==> src/common/cache_geom_pkg.sv <==
`default_nettype none

package cache_geom_pkg;

   // Byte addresses, 16-bit words on even addresses
   localparam int addr_bits = 16;
   localparam int data_bits = 16;

   // Address split into tag, set index and byte offset in the line
   localparam int tag_bits    = 5;
   localparam int index_bits  = 8;
   localparam int offset_bits = 3;

   localparam int num_sets = 2 ** index_bits;

   // Four words per line, picked by offset bits 2 to 1
   localparam int line_words    = 4;
   localparam int word_sel_bits = offset_bits - 1;

   // Main memory timing
   localparam int mem_read_latency = 2;
   localparam int bank_busy_cycles = 4;

endpackage

`default_nettype wire

==> src/common/cache_ctrl_pkg.sv <==
`default_nettype none

package cache_ctrl_pkg;

   // Cache controller FSM
   typedef enum logic [4:0] {
      st_idle,
      st_compare,       // repeat compare for a held request
      st_check,         // hit decision on registered flags
      st_evict_check,   // dirty decision on the victim line
      st_wb0,
      st_wb1,
      st_wb2,
      st_rd_start,
      st_rd1,
      st_fill0,         // fill writes overlap the last reads
      st_fill1,
      st_fill2,
      st_fill3,
      st_final_comp,
      st_done
   } ctrl_state_t;

   // Command to main memory
   typedef enum logic [1:0] {
      mem_idle,
      mem_read,
      mem_write
   } mem_cmd_t;

endpackage

`default_nettype wire

==> src/cache/cache_ctrl.sv <==
`timescale 1ns/1ps
`default_nettype none

module cache_ctrl (
   input  wire                                    clk,
   input  wire                                    rst,
   input  wire  [cache_geom_pkg::addr_bits-1:0]   addr,
   input  wire  [cache_geom_pkg::data_bits-1:0]   data_in,
   input  wire                                    rd,
   input  wire                                    wr,
   input  wire                                    way0_hit,
   input  wire                                    way0_valid,
   input  wire                                    way0_dirty,
   input  wire  [cache_geom_pkg::tag_bits-1:0]    way0_tag,
   input  wire  [cache_geom_pkg::data_bits-1:0]   way0_data,
   input  wire                                    way1_hit,
   input  wire                                    way1_valid,
   input  wire                                    way1_dirty,
   input  wire  [cache_geom_pkg::tag_bits-1:0]    way1_tag,
   input  wire  [cache_geom_pkg::data_bits-1:0]   way1_data,
   input  wire  [cache_geom_pkg::data_bits-1:0]   mem_rdata,
   output logic                                   way0_enable,
   output logic                                   way1_enable,
   output logic                                   comp,
   output logic                                   write,
   output logic [cache_geom_pkg::tag_bits-1:0]    tag_in,
   output logic [cache_geom_pkg::index_bits-1:0]  index,
   output logic [cache_geom_pkg::offset_bits-1:0] offset,
   output logic [cache_geom_pkg::data_bits-1:0]   way_data_in,
   output cache_ctrl_pkg::mem_cmd_t               mem_cmd,
   output logic [cache_geom_pkg::addr_bits-1:0]   mem_addr,
   output logic [cache_geom_pkg::data_bits-1:0]   mem_wdata,
   output logic [cache_geom_pkg::data_bits-1:0]   data_out,
   output logic                                   done,
   output logic                                   stall,
   output logic                                   cache_hit,
   output logic                                   req_err
);

   cache_ctrl_pkg::ctrl_state_t state, next_state;

   // Request held for the miss sequence
   logic [cache_geom_pkg::addr_bits-1:0]   req_addr;
   logic [cache_geom_pkg::data_bits-1:0]   req_data;
   logic                                   req_wr;
   logic                                   err_q;

   // Flags and read data from the last compare
   logic                                   hit0_q, hit1_q;
   logic                                   valid0_q, valid1_q;
   logic [cache_geom_pkg::data_bits-1:0]   data_q;
   logic                                   victim_bit;

   logic                                   req_any, req_bad;
   logic                                   accept_state, accept, compare_now;
   logic                                   real_hit, victim, writeback;
   logic [cache_geom_pkg::tag_bits-1:0]    victim_tag;
   logic [cache_geom_pkg::index_bits-1:0]  req_index;
   logic [cache_geom_pkg::addr_bits-cache_geom_pkg::offset_bits-1:0] req_line;

   // Byte offset of a word within the line
   function automatic logic [cache_geom_pkg::offset_bits-1:0] word_offset(
      input logic [cache_geom_pkg::word_sel_bits-1:0] w);
      return {w, 1'b0};
   endfunction

   assign req_any      = rd | wr;
   assign req_bad      = (rd & wr) | addr[0];
   assign accept_state = state inside {cache_ctrl_pkg::st_idle, cache_ctrl_pkg::st_compare,
                                       cache_ctrl_pkg::st_done};
   assign accept       = accept_state & req_any & ~req_bad;

   assign req_index = req_addr[cache_geom_pkg::offset_bits +: cache_geom_pkg::index_bits];
   assign req_line  = req_addr[cache_geom_pkg::addr_bits-1:cache_geom_pkg::offset_bits];

   // Invalid way first, way 0 before way 1, else the victim bit
   assign real_hit   = hit0_q | hit1_q;
   assign victim     = ~valid0_q ? 1'b0 : (~valid1_q ? 1'b1 : victim_bit);
   assign victim_tag = victim ? way1_tag : way0_tag;
   assign writeback  = victim ? (valid1_q & way1_dirty) : (valid0_q & way0_dirty);

   assign stall    = req_any & ~done;
   assign data_out = data_q;

   always_comb begin
      next_state  = state;
      way0_enable = 1'b0;
      way1_enable = 1'b0;
      comp        = 1'b0;
      write       = 1'b0;
      tag_in      = req_addr[cache_geom_pkg::addr_bits-1 -: cache_geom_pkg::tag_bits];
      index       = req_index;
      offset      = req_addr[cache_geom_pkg::offset_bits-1:0];
      way_data_in = req_data;
      mem_cmd     = cache_ctrl_pkg::mem_idle;
      mem_addr    = {req_line, word_offset(2'd0)};
      mem_wdata   = victim ? way1_data : way0_data;
      done        = 1'b0;
      cache_hit   = 1'b0;
      req_err     = 1'b0;
      compare_now = 1'b0;

      // New or repeated request, compared in the cycle it is seen
      if (accept_state) begin
         if (accept) begin
            way0_enable = 1'b1;
            way1_enable = 1'b1;
            comp        = 1'b1;
            write       = wr;
            tag_in      = addr[cache_geom_pkg::addr_bits-1 -: cache_geom_pkg::tag_bits];
            index       = addr[cache_geom_pkg::offset_bits +: cache_geom_pkg::index_bits];
            offset      = addr[cache_geom_pkg::offset_bits-1:0];
            way_data_in = data_in;
            compare_now = 1'b1;
            next_state  = cache_ctrl_pkg::st_check;
         end else begin
            next_state = req_any ? cache_ctrl_pkg::st_done : cache_ctrl_pkg::st_idle;
         end
      end

      // Victim line access during writeback and refill
      if (state inside {[cache_ctrl_pkg::st_evict_check : cache_ctrl_pkg::st_wb2],
                        [cache_ctrl_pkg::st_fill0 : cache_ctrl_pkg::st_fill3]}) begin
         way0_enable = ~victim;
         way1_enable = victim;
      end
      if (state inside {[cache_ctrl_pkg::st_fill0 : cache_ctrl_pkg::st_fill3]}) begin
         write       = 1'b1;
         way_data_in = mem_rdata;
      end

      case (state)
         cache_ctrl_pkg::st_check: begin
            if (real_hit) begin
               done       = 1'b1;
               cache_hit  = 1'b1;
               next_state = req_any ? cache_ctrl_pkg::st_compare : cache_ctrl_pkg::st_idle;
            end else begin
               next_state = cache_ctrl_pkg::st_evict_check;
            end
         end
         cache_ctrl_pkg::st_evict_check: begin
            offset = word_offset(2'd0);
            if (writeback) begin
               mem_cmd    = cache_ctrl_pkg::mem_write;
               mem_addr   = {victim_tag, req_index, word_offset(2'd0)};
               next_state = cache_ctrl_pkg::st_wb0;
            end else begin
               mem_cmd    = cache_ctrl_pkg::mem_read;
               next_state = cache_ctrl_pkg::st_rd1;
            end
         end
         cache_ctrl_pkg::st_wb0: begin
            offset     = word_offset(2'd1);
            mem_cmd    = cache_ctrl_pkg::mem_write;
            mem_addr   = {victim_tag, req_index, word_offset(2'd1)};
            next_state = cache_ctrl_pkg::st_wb1;
         end
         cache_ctrl_pkg::st_wb1: begin
            offset     = word_offset(2'd2);
            mem_cmd    = cache_ctrl_pkg::mem_write;
            mem_addr   = {victim_tag, req_index, word_offset(2'd2)};
            next_state = cache_ctrl_pkg::st_wb2;
         end
         cache_ctrl_pkg::st_wb2: begin
            offset     = word_offset(2'd3);
            mem_cmd    = cache_ctrl_pkg::mem_write;
            mem_addr   = {victim_tag, req_index, word_offset(2'd3)};
            next_state = cache_ctrl_pkg::st_rd_start;
         end
         cache_ctrl_pkg::st_rd_start: begin
            mem_cmd    = cache_ctrl_pkg::mem_read;
            next_state = cache_ctrl_pkg::st_rd1;
         end
         cache_ctrl_pkg::st_rd1: begin
            mem_cmd    = cache_ctrl_pkg::mem_read;
            mem_addr   = {req_line, word_offset(2'd1)};
            next_state = cache_ctrl_pkg::st_fill0;
         end
         // Word 0 returns while word 2 is requested
         cache_ctrl_pkg::st_fill0: begin
            offset     = word_offset(2'd0);
            mem_cmd    = cache_ctrl_pkg::mem_read;
            mem_addr   = {req_line, word_offset(2'd2)};
            next_state = cache_ctrl_pkg::st_fill1;
         end
         cache_ctrl_pkg::st_fill1: begin
            offset     = word_offset(2'd1);
            mem_cmd    = cache_ctrl_pkg::mem_read;
            mem_addr   = {req_line, word_offset(2'd3)};
            next_state = cache_ctrl_pkg::st_fill2;
         end
         cache_ctrl_pkg::st_fill2: begin
            offset     = word_offset(2'd2);
            next_state = cache_ctrl_pkg::st_fill3;
         end
         cache_ctrl_pkg::st_fill3: begin
            offset     = word_offset(2'd3);
            next_state = cache_ctrl_pkg::st_final_comp;
         end
         // Requested access on the refilled line
         cache_ctrl_pkg::st_final_comp: begin
            way0_enable = 1'b1;
            way1_enable = 1'b1;
            comp        = 1'b1;
            write       = req_wr;
            compare_now = 1'b1;
            next_state  = cache_ctrl_pkg::st_done;
         end
         cache_ctrl_pkg::st_done: begin
            done    = 1'b1;
            req_err = err_q;
         end
         default: begin
         end
      endcase
   end

   always_ff @(posedge clk) begin
      if (rst) begin
         state      <= cache_ctrl_pkg::st_idle;
         victim_bit <= 1'b0;
         hit0_q     <= 1'b0;
         hit1_q     <= 1'b0;
         valid0_q   <= 1'b0;
         valid1_q   <= 1'b0;
         err_q      <= 1'b0;
      end else begin
         state <= next_state;
         // Flip on each completed access
         if (done & ~req_err) begin
            victim_bit <= ~victim_bit;
         end
         if (compare_now) begin
            hit0_q   <= way0_hit;
            hit1_q   <= way1_hit;
            valid0_q <= way0_valid;
            valid1_q <= way1_valid;
         end
         if (accept_state) begin
            err_q <= req_any & req_bad;
         end
      end
   end

   always_ff @(posedge clk) begin
      if (accept) begin
         req_addr <= addr;
         req_data <= data_in;
         req_wr   <= wr;
      end
      if (compare_now) begin
         data_q <= way1_hit ? way1_data : way0_data;
      end
   end

endmodule

`default_nettype wire

==> config.mk <==
export PLATFORM = sky130hd
export DESIGN_NAME = cache_ctrl
export DESIGN_NICKNAME = d
export VERILOG_FILES = /design/src/common/cache_geom_pkg.sv /design/src/common/cache_ctrl_pkg.sv /design/src/cache/cache_ctrl.sv
export SDC_FILE = /design/constraint.sdc
export NUM_CORES = 1
export LEC_CHECK = 0
export ABC_AREA = 1
export BUFFER_PORTS_ARGS = -buffer_cell sky130_fd_sc_hd__buf_4
export CAP_MARGIN = 20
export CORE_UTILIZATION = 45
export CTS_CLUSTER_DIAMETER = 30
export CTS_CLUSTER_SIZE = 10
export DETAILED_ROUTE_END_ITERATION = 16
export PLACE_DENSITY = 0.81
export SLEW_MARGIN = 30
export SYNTH_ARGS = -nofsm -noshare
export SYNTH_HDL_FRONTEND = slang
export SYNTH_SLANG_ARGS = --single-unit
==> constraint.sdc <==
create_clock -name clk -period 2.29 [get_ports clk]
set_input_delay 0.229 -clock clk [delete_from_list [all_inputs] [get_ports clk]]
set_output_delay 0.229 -clock clk [all_outputs]
set_load 0.01 [all_outputs]
Word level (Yosys, flattened, before mapping)
Index checks and enable logic that the tools add are counted.
Storage, ports and cells
  register bits after elaboration: 60
  output and inout port bits: 90
  word-level logic and storage cells: 99
Operators by class
  magnitude comparators: 4
  equal/unequal tests: 14
  muxes and demuxes: 42
  bitwise gates (word level): 16
  reductions and logical operators: 12
Operator list (number)
  case mux 16 bit (7 select lines): 1
  two-way mux 16 bit: 6
  case mux 5 bit (12 select lines): 1
  equality test 5 x 4 -> 1 bit (second input constant): 7
  equality test 5 x 3 -> 1 bit (second input constant): 4
  two-way mux 5 bit: 4
  two-way mux 1 bit: 18
  two-way mux 8 bit: 2
  nonzero test 13 bit: 1
  two-way mux 4 bit: 3
  case mux 3 bit (4 select lines): 1
  equality test 5 x 2 -> 1 bit (second input constant): 2
  AND 1 bit: 8
  OR reduction 2 bit: 4
  two-way mux 3 bit: 2
  case mux 2 bit (3 select lines): 1
  equality test 5 x 1 -> 1 bit (second input constant): 1
  greater-or-equal comparator 5 x 2 -> 1 bit (second input constant): 1
  greater-or-equal comparator 5 x 4 -> 1 bit (second input constant): 1
  <= comparator 5 x 3 -> 1 bit (second input constant): 1
  <= comparator 5 x 4 -> 1 bit (second input constant): 1
  logical NOT 5 bit: 1
  inverter 1 bit: 5
  two-way mux 2 bit: 2
  other kinds (7): 10

Depth between registers and ports, before layout
Gate-level depths: netlist of run 1.
  depth after elaboration: 8
  gate-level depth with buffers: 10
  gate-level depth less buffers: 9

Least setup slack after synthesis of run 1
No wires, ideal clock.
  path type: reg2out
  from: register state[2]
  to: output way0_enable
  arrival: 1.616 ns
  data required time: 2.061 ns
  slack: 0.445 ns
  stages on the path, launching flop included: 9
  buffers on the path: 1
  path through: dfxtp_1 -> buf_4 -> nor2_2 -> nand2_1 -> nand2_2 -> nand3_4 -> nand2_1 -> inv_1 -> o21ai_0
Between the ends
  word-level cells in the longest chain between the ends: 8
  elaborated cells on any way between the ends: 18
  those cells by class: order compare: 4; eq/ne: 3; mux: 4; bitwise: 2; reduce/logical: 5
Ends and longest elaborated chain
  from (decl): RTL line cache_ctrl.sv:40  | cache_ctrl_pkg::ctrl_state_t state, next_state;
  from (signal assigned): RTL line cache_ctrl.sv:221  | state <= cache_ctrl_pkg::st_idle;
  from (signal assigned): RTL line cache_ctrl.sv:229  | state <= next_state;
  equality test 5 x 1 -> 1 bit, or another cell as far along: RTL line cache_ctrl.sv:69  | assign accept_state = state inside {cache_ctrl_pkg::st_idle, cache_ctrl_pkg::st_compare,
  nonzero test 3 bit: RTL line cache_ctrl.sv:69
  AND 1 bit (2 in a row): RTL line cache_ctrl.sv:71  | assign accept = accept_state & req_any & ~req_bad;
  two-way mux 1 bit: RTL line cache_ctrl.sv:105  | if (accept) begin
  two-way mux 1 bit: RTL line cache_ctrl.sv:104  | if (accept_state) begin
  two-way mux 1 bit: RTL line cache_ctrl.sv:122  | if (state inside {[cache_ctrl_pkg::st_evict_check : cache_ctrl_pkg::st_wb2],
  two-way mux 1 bit *: RTL line cache_ctrl.sv:132  | case (state)
  to (decl): RTL line cache_ctrl.sv:22  | output logic way0_enable,
Every way passes the cells marked *; elsewhere a longest branch is shown, timed or not.

Worst setup path after layout of run 1
  from: register state[1]
  to: output tag_in[4] (netlist bit)
Between the ends
  word-level cells in the longest chain between the ends: 6
  elaborated cells on any way between the ends: 8
  those cells by class: eq/ne: 2; mux: 2; bitwise: 2; reduce/logical: 2
Ends and longest elaborated chain
  equality test 5 x 1 -> 1 bit, or another cell as far along: RTL line cache_ctrl.sv:69
  nonzero test 3 bit *: RTL line cache_ctrl.sv:69
  AND 1 bit (2 in a row): RTL line cache_ctrl.sv:71
  two-way mux 5 bit: RTL line cache_ctrl.sv:105
  two-way mux 5 bit *: RTL line cache_ctrl.sv:104
  to (decl): RTL line cache_ctrl.sv:26  | output logic [cache_geom_pkg::tag_bits-1:0] tag_in,
Marked as above.

==> out/metrics.yaml, run 1 <==
num_vias: 3791
die_area_mm2: 0.00824
status: "completed"
initial_core_util: 0.461
drive_above_1_share: 0.344
antennaDiodeCount: 0
wire_per_inst_um: 12.3
peakVddDrop_v: 0.000649
syn2layout_area_growth_pct: 48.3
yosys.area.top_type: "edfxtp_1"
ys_ff_latch: 59
yosys.area_share.adder: 0
synth.most_common_cell: "nand2_1"
seq_area_frac_synth: 0.426
timing.critical_path.to: "tag_in[4]"
crit_fanout: 10
muxShareOfSynthArea: 0
synth_area_mm2: 0.00355
synth_area_leaders: "edfxtp_1, nand2_1, dfxtp_1, inv_1, nor2_1"
r2r_cells: 7
io_pins: 190
synth-xor-area-share: 0
die_x_um: 90.8
fillers: 662
cts_max_path_buffers: 2
cts.sinks: 59
layout_setup_ws_ns: 0.220
yosys_most_used_dff: "edfxtp_1"
grt_usage: 0.242
period_minus_slack_ns: 2.07
post_drt_via_cell_ratio: 4.76
synth_warnings: 0
max_cap_violations: 0
yosys.area_share.simple: 0.347
ys_types: 27
power.density_mw_per_mm2: 1110
root_buffer: "clkbuf_8"
setup_viol: 0
cts_tree: "yes"
slew_violations: 0
r2r_end: "data_out[8]"
critPathLaunch: "state[1]"
report.final.hold_viol_count: 0
rsz0062_at_grt: "no"
synth_top_area_frac: 0.279
synth_fp_nets: 608
path_clk_slew_ns: 0.07
die_y_um: 90.8
fmax_mhz: 483
fin_setup_tns_ns: 0
required_ns: 2.06
pre_cts_ws_ns: 0.368
syn_inst: 508
fp-row-count: 32
synth-edff-count: 33
ys_async_sr_fraction: 0
drt_iter0_drc: 155
finClkSkew_ns: 0.0103
core_area_mm2: 0.00769
synth_top_family_by_area: "simple AND/OR/NAND/NOR gates"
synth-compound-area-share: 0.0868
rrSetupSlack_ns: 0.69
p_leak_nw: 2.78
start_kind: "register"
first_global_vias: 3596
antenna_left: 0
grt_max_degree: 34
grt_overflow: 0
layout.nets: 789
synth.cells.most_frequent: "nand2_1, inv_1, nor2_1, edfxtp_1, nand3_1"
grt_pass1_wl_mm: 16.0
place.detailed.hpwl_mm: 7.88
drcViolationCount: 0
gp_congestion: 0.894
antenna_found_initial: 0
numCtsBuffers: 9
clk_latency_ns: 0.34
portBuffers: 188
synth.avg_cell_area_um2: 6.98
crit_arrival_ns: 1.84
critPathCaptureType: "primary output"
wl_mm: 9.81
worstReg2RegStart: "state[1]"
cts_max_level: 3
whs_ns: 0.0749
hold_class: "in -> reg"
crit_type: "reg -> out"
first_pass_iters: 4
fin_crit_sh: 0.904
[registers in the layout (all words and copies together) (netlist names), 4 cells and up]
name      flops
data_out     16
req_addr     16
req_data     16
state         4
[power by group]
group	switching (mW)	internal (mW)	total (mW)	leakage [nW]
registers	0.152	1.45	1.60	0.520
clock network	0.420	0.608	1.03	0.101
logic	1.74	1.48	3.22	2.16
total	2.31	3.54	5.85	2.78
[worst min path at each step]
stage / endpoint / cells after the start / slack [ns] / startpoint
floorplan: err_q / 1 / 0.30 / rst
global placement: req_addr[5] / 1 / 0.42 / addr[5]
detailed placement: req_addr[10] / 1 / 0.42 / addr[10]
CTS: req_addr[10] / 1 / 0.06 / addr[10]
finish: req_addr[10] / 1 / 0.07 / addr[10]
global route: req_addr[10] / 1 / 0.06 / addr[10]
[layout make-up]
| cell class | instances | area (µm²) | area share |
|---|---|---|---|
| multi-input combinational | 340 | 1560 | 0.296 |
| timing repair buffer | 202 | 1550 | 0.294 |
| sequential | 59 | 1520 | 0.288 |
| inverter | 77 | 295 | 0.0561 |
| tap | 102 | 128 | 0.0243 |
| clock buffer | 9 | 124 | 0.0235 |
| clock inverter | 7 | 92.6 | 0.0176 |
[timing repair]
action,CTS,global route
hold buffers,0,0
gates resized for setup,2,8
endpoints found under the setup margin,1,36
setup buffers,0,1
[cells in the final DEF, fill, tap and decap left out]
cell / n
and2_1: 16
a21oi_2: 1
clkinvlp_4: 3
nand3_1: 31
o21ai_2: 2
nand3_4: 1
o21ai_1: 11
inv_1: 73
inv_2: 2
buf_6: 2
nand2_2: 4
conb_1: 1
buf_4: 198
nand4_1: 21
nor4_1: 1
clkbuf_8: 9
o21ai_0: 22
edfxtp_1: 33
nand3b_1: 2
nor3_1: 2
nor3_4: 1
dfxtp_2: 4
nand2_1: 152
and3_1: 1
buf_12: 2
nor2_1: 43
bufinv_16: 2
inv_6: 1
clkinv_2: 3
nor2_2: 4
a21oi_1: 24
dfxtp_1: 22
[per-layer routing]
metal / global-route usage / share of wire
met1: 0.261 / 0.40
met2: 0.457 / 0.51
met3: 0.0530 / 0.075
met4: 0.0899 / 0.015
met5: 0 / 0
[critical path, stage by stage (launching register included)]
cell and delay, ns:
dfxtp_2 0.41, inv_2 0.08, nor2_2 0.13, nand2_2 0.09, nand2_2 0.09, nand3_4 0.13
inv_6 0.12, buf_4 0.16, nand2_1 0.06, o21ai_1 0.09, buf_4 0.14
[metrics by stage]
stage	cells	utilization	power (mW)	area, µm²
floorplan	508	-	3.43	3550
global placement	779	0.652	4.76	5010
CTS	795	0.680	5.86	5230
detailed placement	779	0.652	4.81	5010
finish	796	0.684	5.85	5260
global route	796	0.684	6.30	5260
[cell families (layout without fill, tap and decap cells)]
group,Yosys count,after routing
buf+inv,109,295
simple gates,279,279
other cells,1,1
flops,59,59
compound gates,60,60
Note: power is estimated with default switching activity, not from simulation.
==> run 2: changes to the inputs <==
--- a/config.mk
+++ b/config.mk
@@ -13,6 +13,7 @@
 export CTS_CLUSTER_SIZE = 10
 export DETAILED_ROUTE_END_ITERATION = 16
 export PLACE_DENSITY = 0.81
+export RECOVER_POWER = 25
 export SLEW_MARGIN = 30
 export SYNTH_ARGS = -nofsm -noshare
 export SYNTH_HDL_FRONTEND = slang
==> out/metrics.yaml, run 2 (synthesis results as in run 1) <==
status: "completed"
drive_above_1_share: 0.317
rrSetupSlack_ns: 0.69
r2r_end: "data_out[8]"
first_pass_iters: 5
hold_buffers: 0
cts.sinks: 59
place.detailed.hpwl_mm: 7.88
antenna_found_initial: 0
core_area_mm2: 0.00769
gp_congestion: 0.894
grt_pass1_wl_mm: 16.0
final_common_cell: "buf_4"
report.final.hold_viol_count: 0
critPathBufInv: 3
grt_overflow: 0
syn2layout_area_growth_pct: 46.3
die_y_um: 90.8
total_power_mw: 5.82
critPathCaptureType: "primary output"
slew_headroom: 0.172
first_global_vias: 3596
initial_core_util: 0.461
path_clk_slew_ns: 0.07
slew_violations: 0
worst_path_max_delay_cell: "dfxtp_2"
wl_mm: 9.83
cts_tree: "yes"
p_int_mw: 3.50
slowest_delay_ns: 0.36
portBuffers: 188
period_minus_slack_ns: 2.08
p_sw_frac: 0.398
place_inst: 779
required_ns: 2.06
switching_power_mw: 2.32
p_leak_nw: 2.71
antennaDiodeCount: 0
worst_pin_slew_ns: 1.24
crit_fanout: 11
cts_max_level: 3
hp-start: "rst"
num_vias: 3805
drcViolationCount: 0
fmax_mhz: 482
rsz0062_at_grt: "no"
grt_usage: 0.242
antenna_left: 0
root_buffer: "clkbuf_8"
setup_viol: 0
die_x_um: 90.8
cts_max_path_buffers: 2
numCtsBuffers: 9
power.density_mw_per_mm2: 1120
fillers: 688
finClkSkew_ns: 0.0101
combPwrFrac: 0.547
start_kind: "register"
clk_latency_ns: 0.34
hold_class: "in -> reg"
max_cap_violations: 0
drt_iter0_drc: 160
cp_common_cell: "nand2_1"
die_area_mm2: 0.00824
crit_type: "reg -> out"
pwr-share-clk: 0.177
r2r_cells: 7
crit_chain: "inv_1, nand2_1, nor2_2, nand2_1, o21ai_1, buf_4, nand2_1, o21ai_0, buf_4"
wire_per_inst_um: 12.3
fp-row-count: 32
critical_path.top_delay_family: "buffers and inverters"
layout_common_cells: "buf_4, nand2_1, inv_1, nor2_1, edfxtp_1"
fin_crit_sh: 0.907
grt_max_degree: 34
post_drt_via_cell_ratio: 4.78
peakVddDrop_v: 0.000649
crit_arrival_ns: 1.85
fin_setup_tns_ns: 0
layout.nets: 789
io_pins: 190
worstReg2RegStart: "state[1]"
seqPwrFrac: 0.276
place_area_mm2: 0.00501
whs_endpoint: "state[2]"
holdPathStages: 2
final_cell_area_mm2: 0.00519
fin_cells: 796
-- run 2: cell count changes in the layout (fill, tap and decap cells not counted) --
cell	previous run	this run
buf_4	198	168
clkbuf_1	0	19
clkbuf_4	0	11
-- run 2: how the worst max path moves through the flow --
stage,start,end,depth (start not counted)
detailed placement,state[1],way1_enable,9
finish,state[3],mem_addr[13],9
floorplan,state[2],way0_enable,8
global route,state[1],way_data_in[5],9
global placement,state[3],offset[0],8
CTS,state[1],tag_in[4],10
-- run 2: per-stage QoR --
stage	utilization	hold slack (ns)	worst slack [ns]
after global placement	0.652	0.417	0.382
final	0.675	0.0899	0.214
after floorplan	-	0.298	0.445
after CTS	0.680	0.0600	0.00187
after global routing	0.675	0.0824	0.0252
after detailed placement	0.652	0.419	0.368
-- run 2: timing repair --
item | in CTS | in global routing
setup endpoints to repair | 1 | 36
buffers inserted | 0 | 1
gates resized for setup | 2 | 8
cloned | 0 | 0
-- run 2: area by class of cell --
class | count | area [µm²] | share of cell area
multi-input cells | 340 | 1560 | 0.300
clock inverters | 7 | 92.6 | 0.0178
well taps | 102 | 128 | 0.0246
repair buffers | 202 | 1480 | 0.285
flip-flops and latches | 59 | 1520 | 0.292
inverters | 77 | 295 | 0.0569
clock buffers | 9 | 124 | 0.0239
-- run 2: routing by layer --
| layer | GRT usage | part of all wire | vias up |
|---|---|---|---|
| met3 | 0.0530 | 0.081 | 12 |
| met4 | 0.0899 | 0.013 | 0 |
| met1 | 0.261 | 0.39 | 1651 |
| met5 | 0 | 0 | - |
| met2 | 0.457 | 0.51 | 173 |
| li1 | - | - | 1969 |
-- run 2: worst reg2reg max path: stages, from the launching register on --
cell,delay (ns)
dfxtp_2,0.41
inv_2,0.09
nor2_2,0.13
nand2_2,0.09
nand2_2,0.09
nand3_4,0.13
nand2_2,0.22
buf_12,0.17
-- run 2: power by group through the flow --
stage	clock, mW	combinational (mW)	sequential (mW)
after floorplan	0	1.84	1.58
after detailed placement	0	3.20	1.62
after global placement	0	3.16	1.60
after CTS	1.05	3.21	1.60
after global routing	1.09	3.54	1.64
final	1.03	3.19	1.61
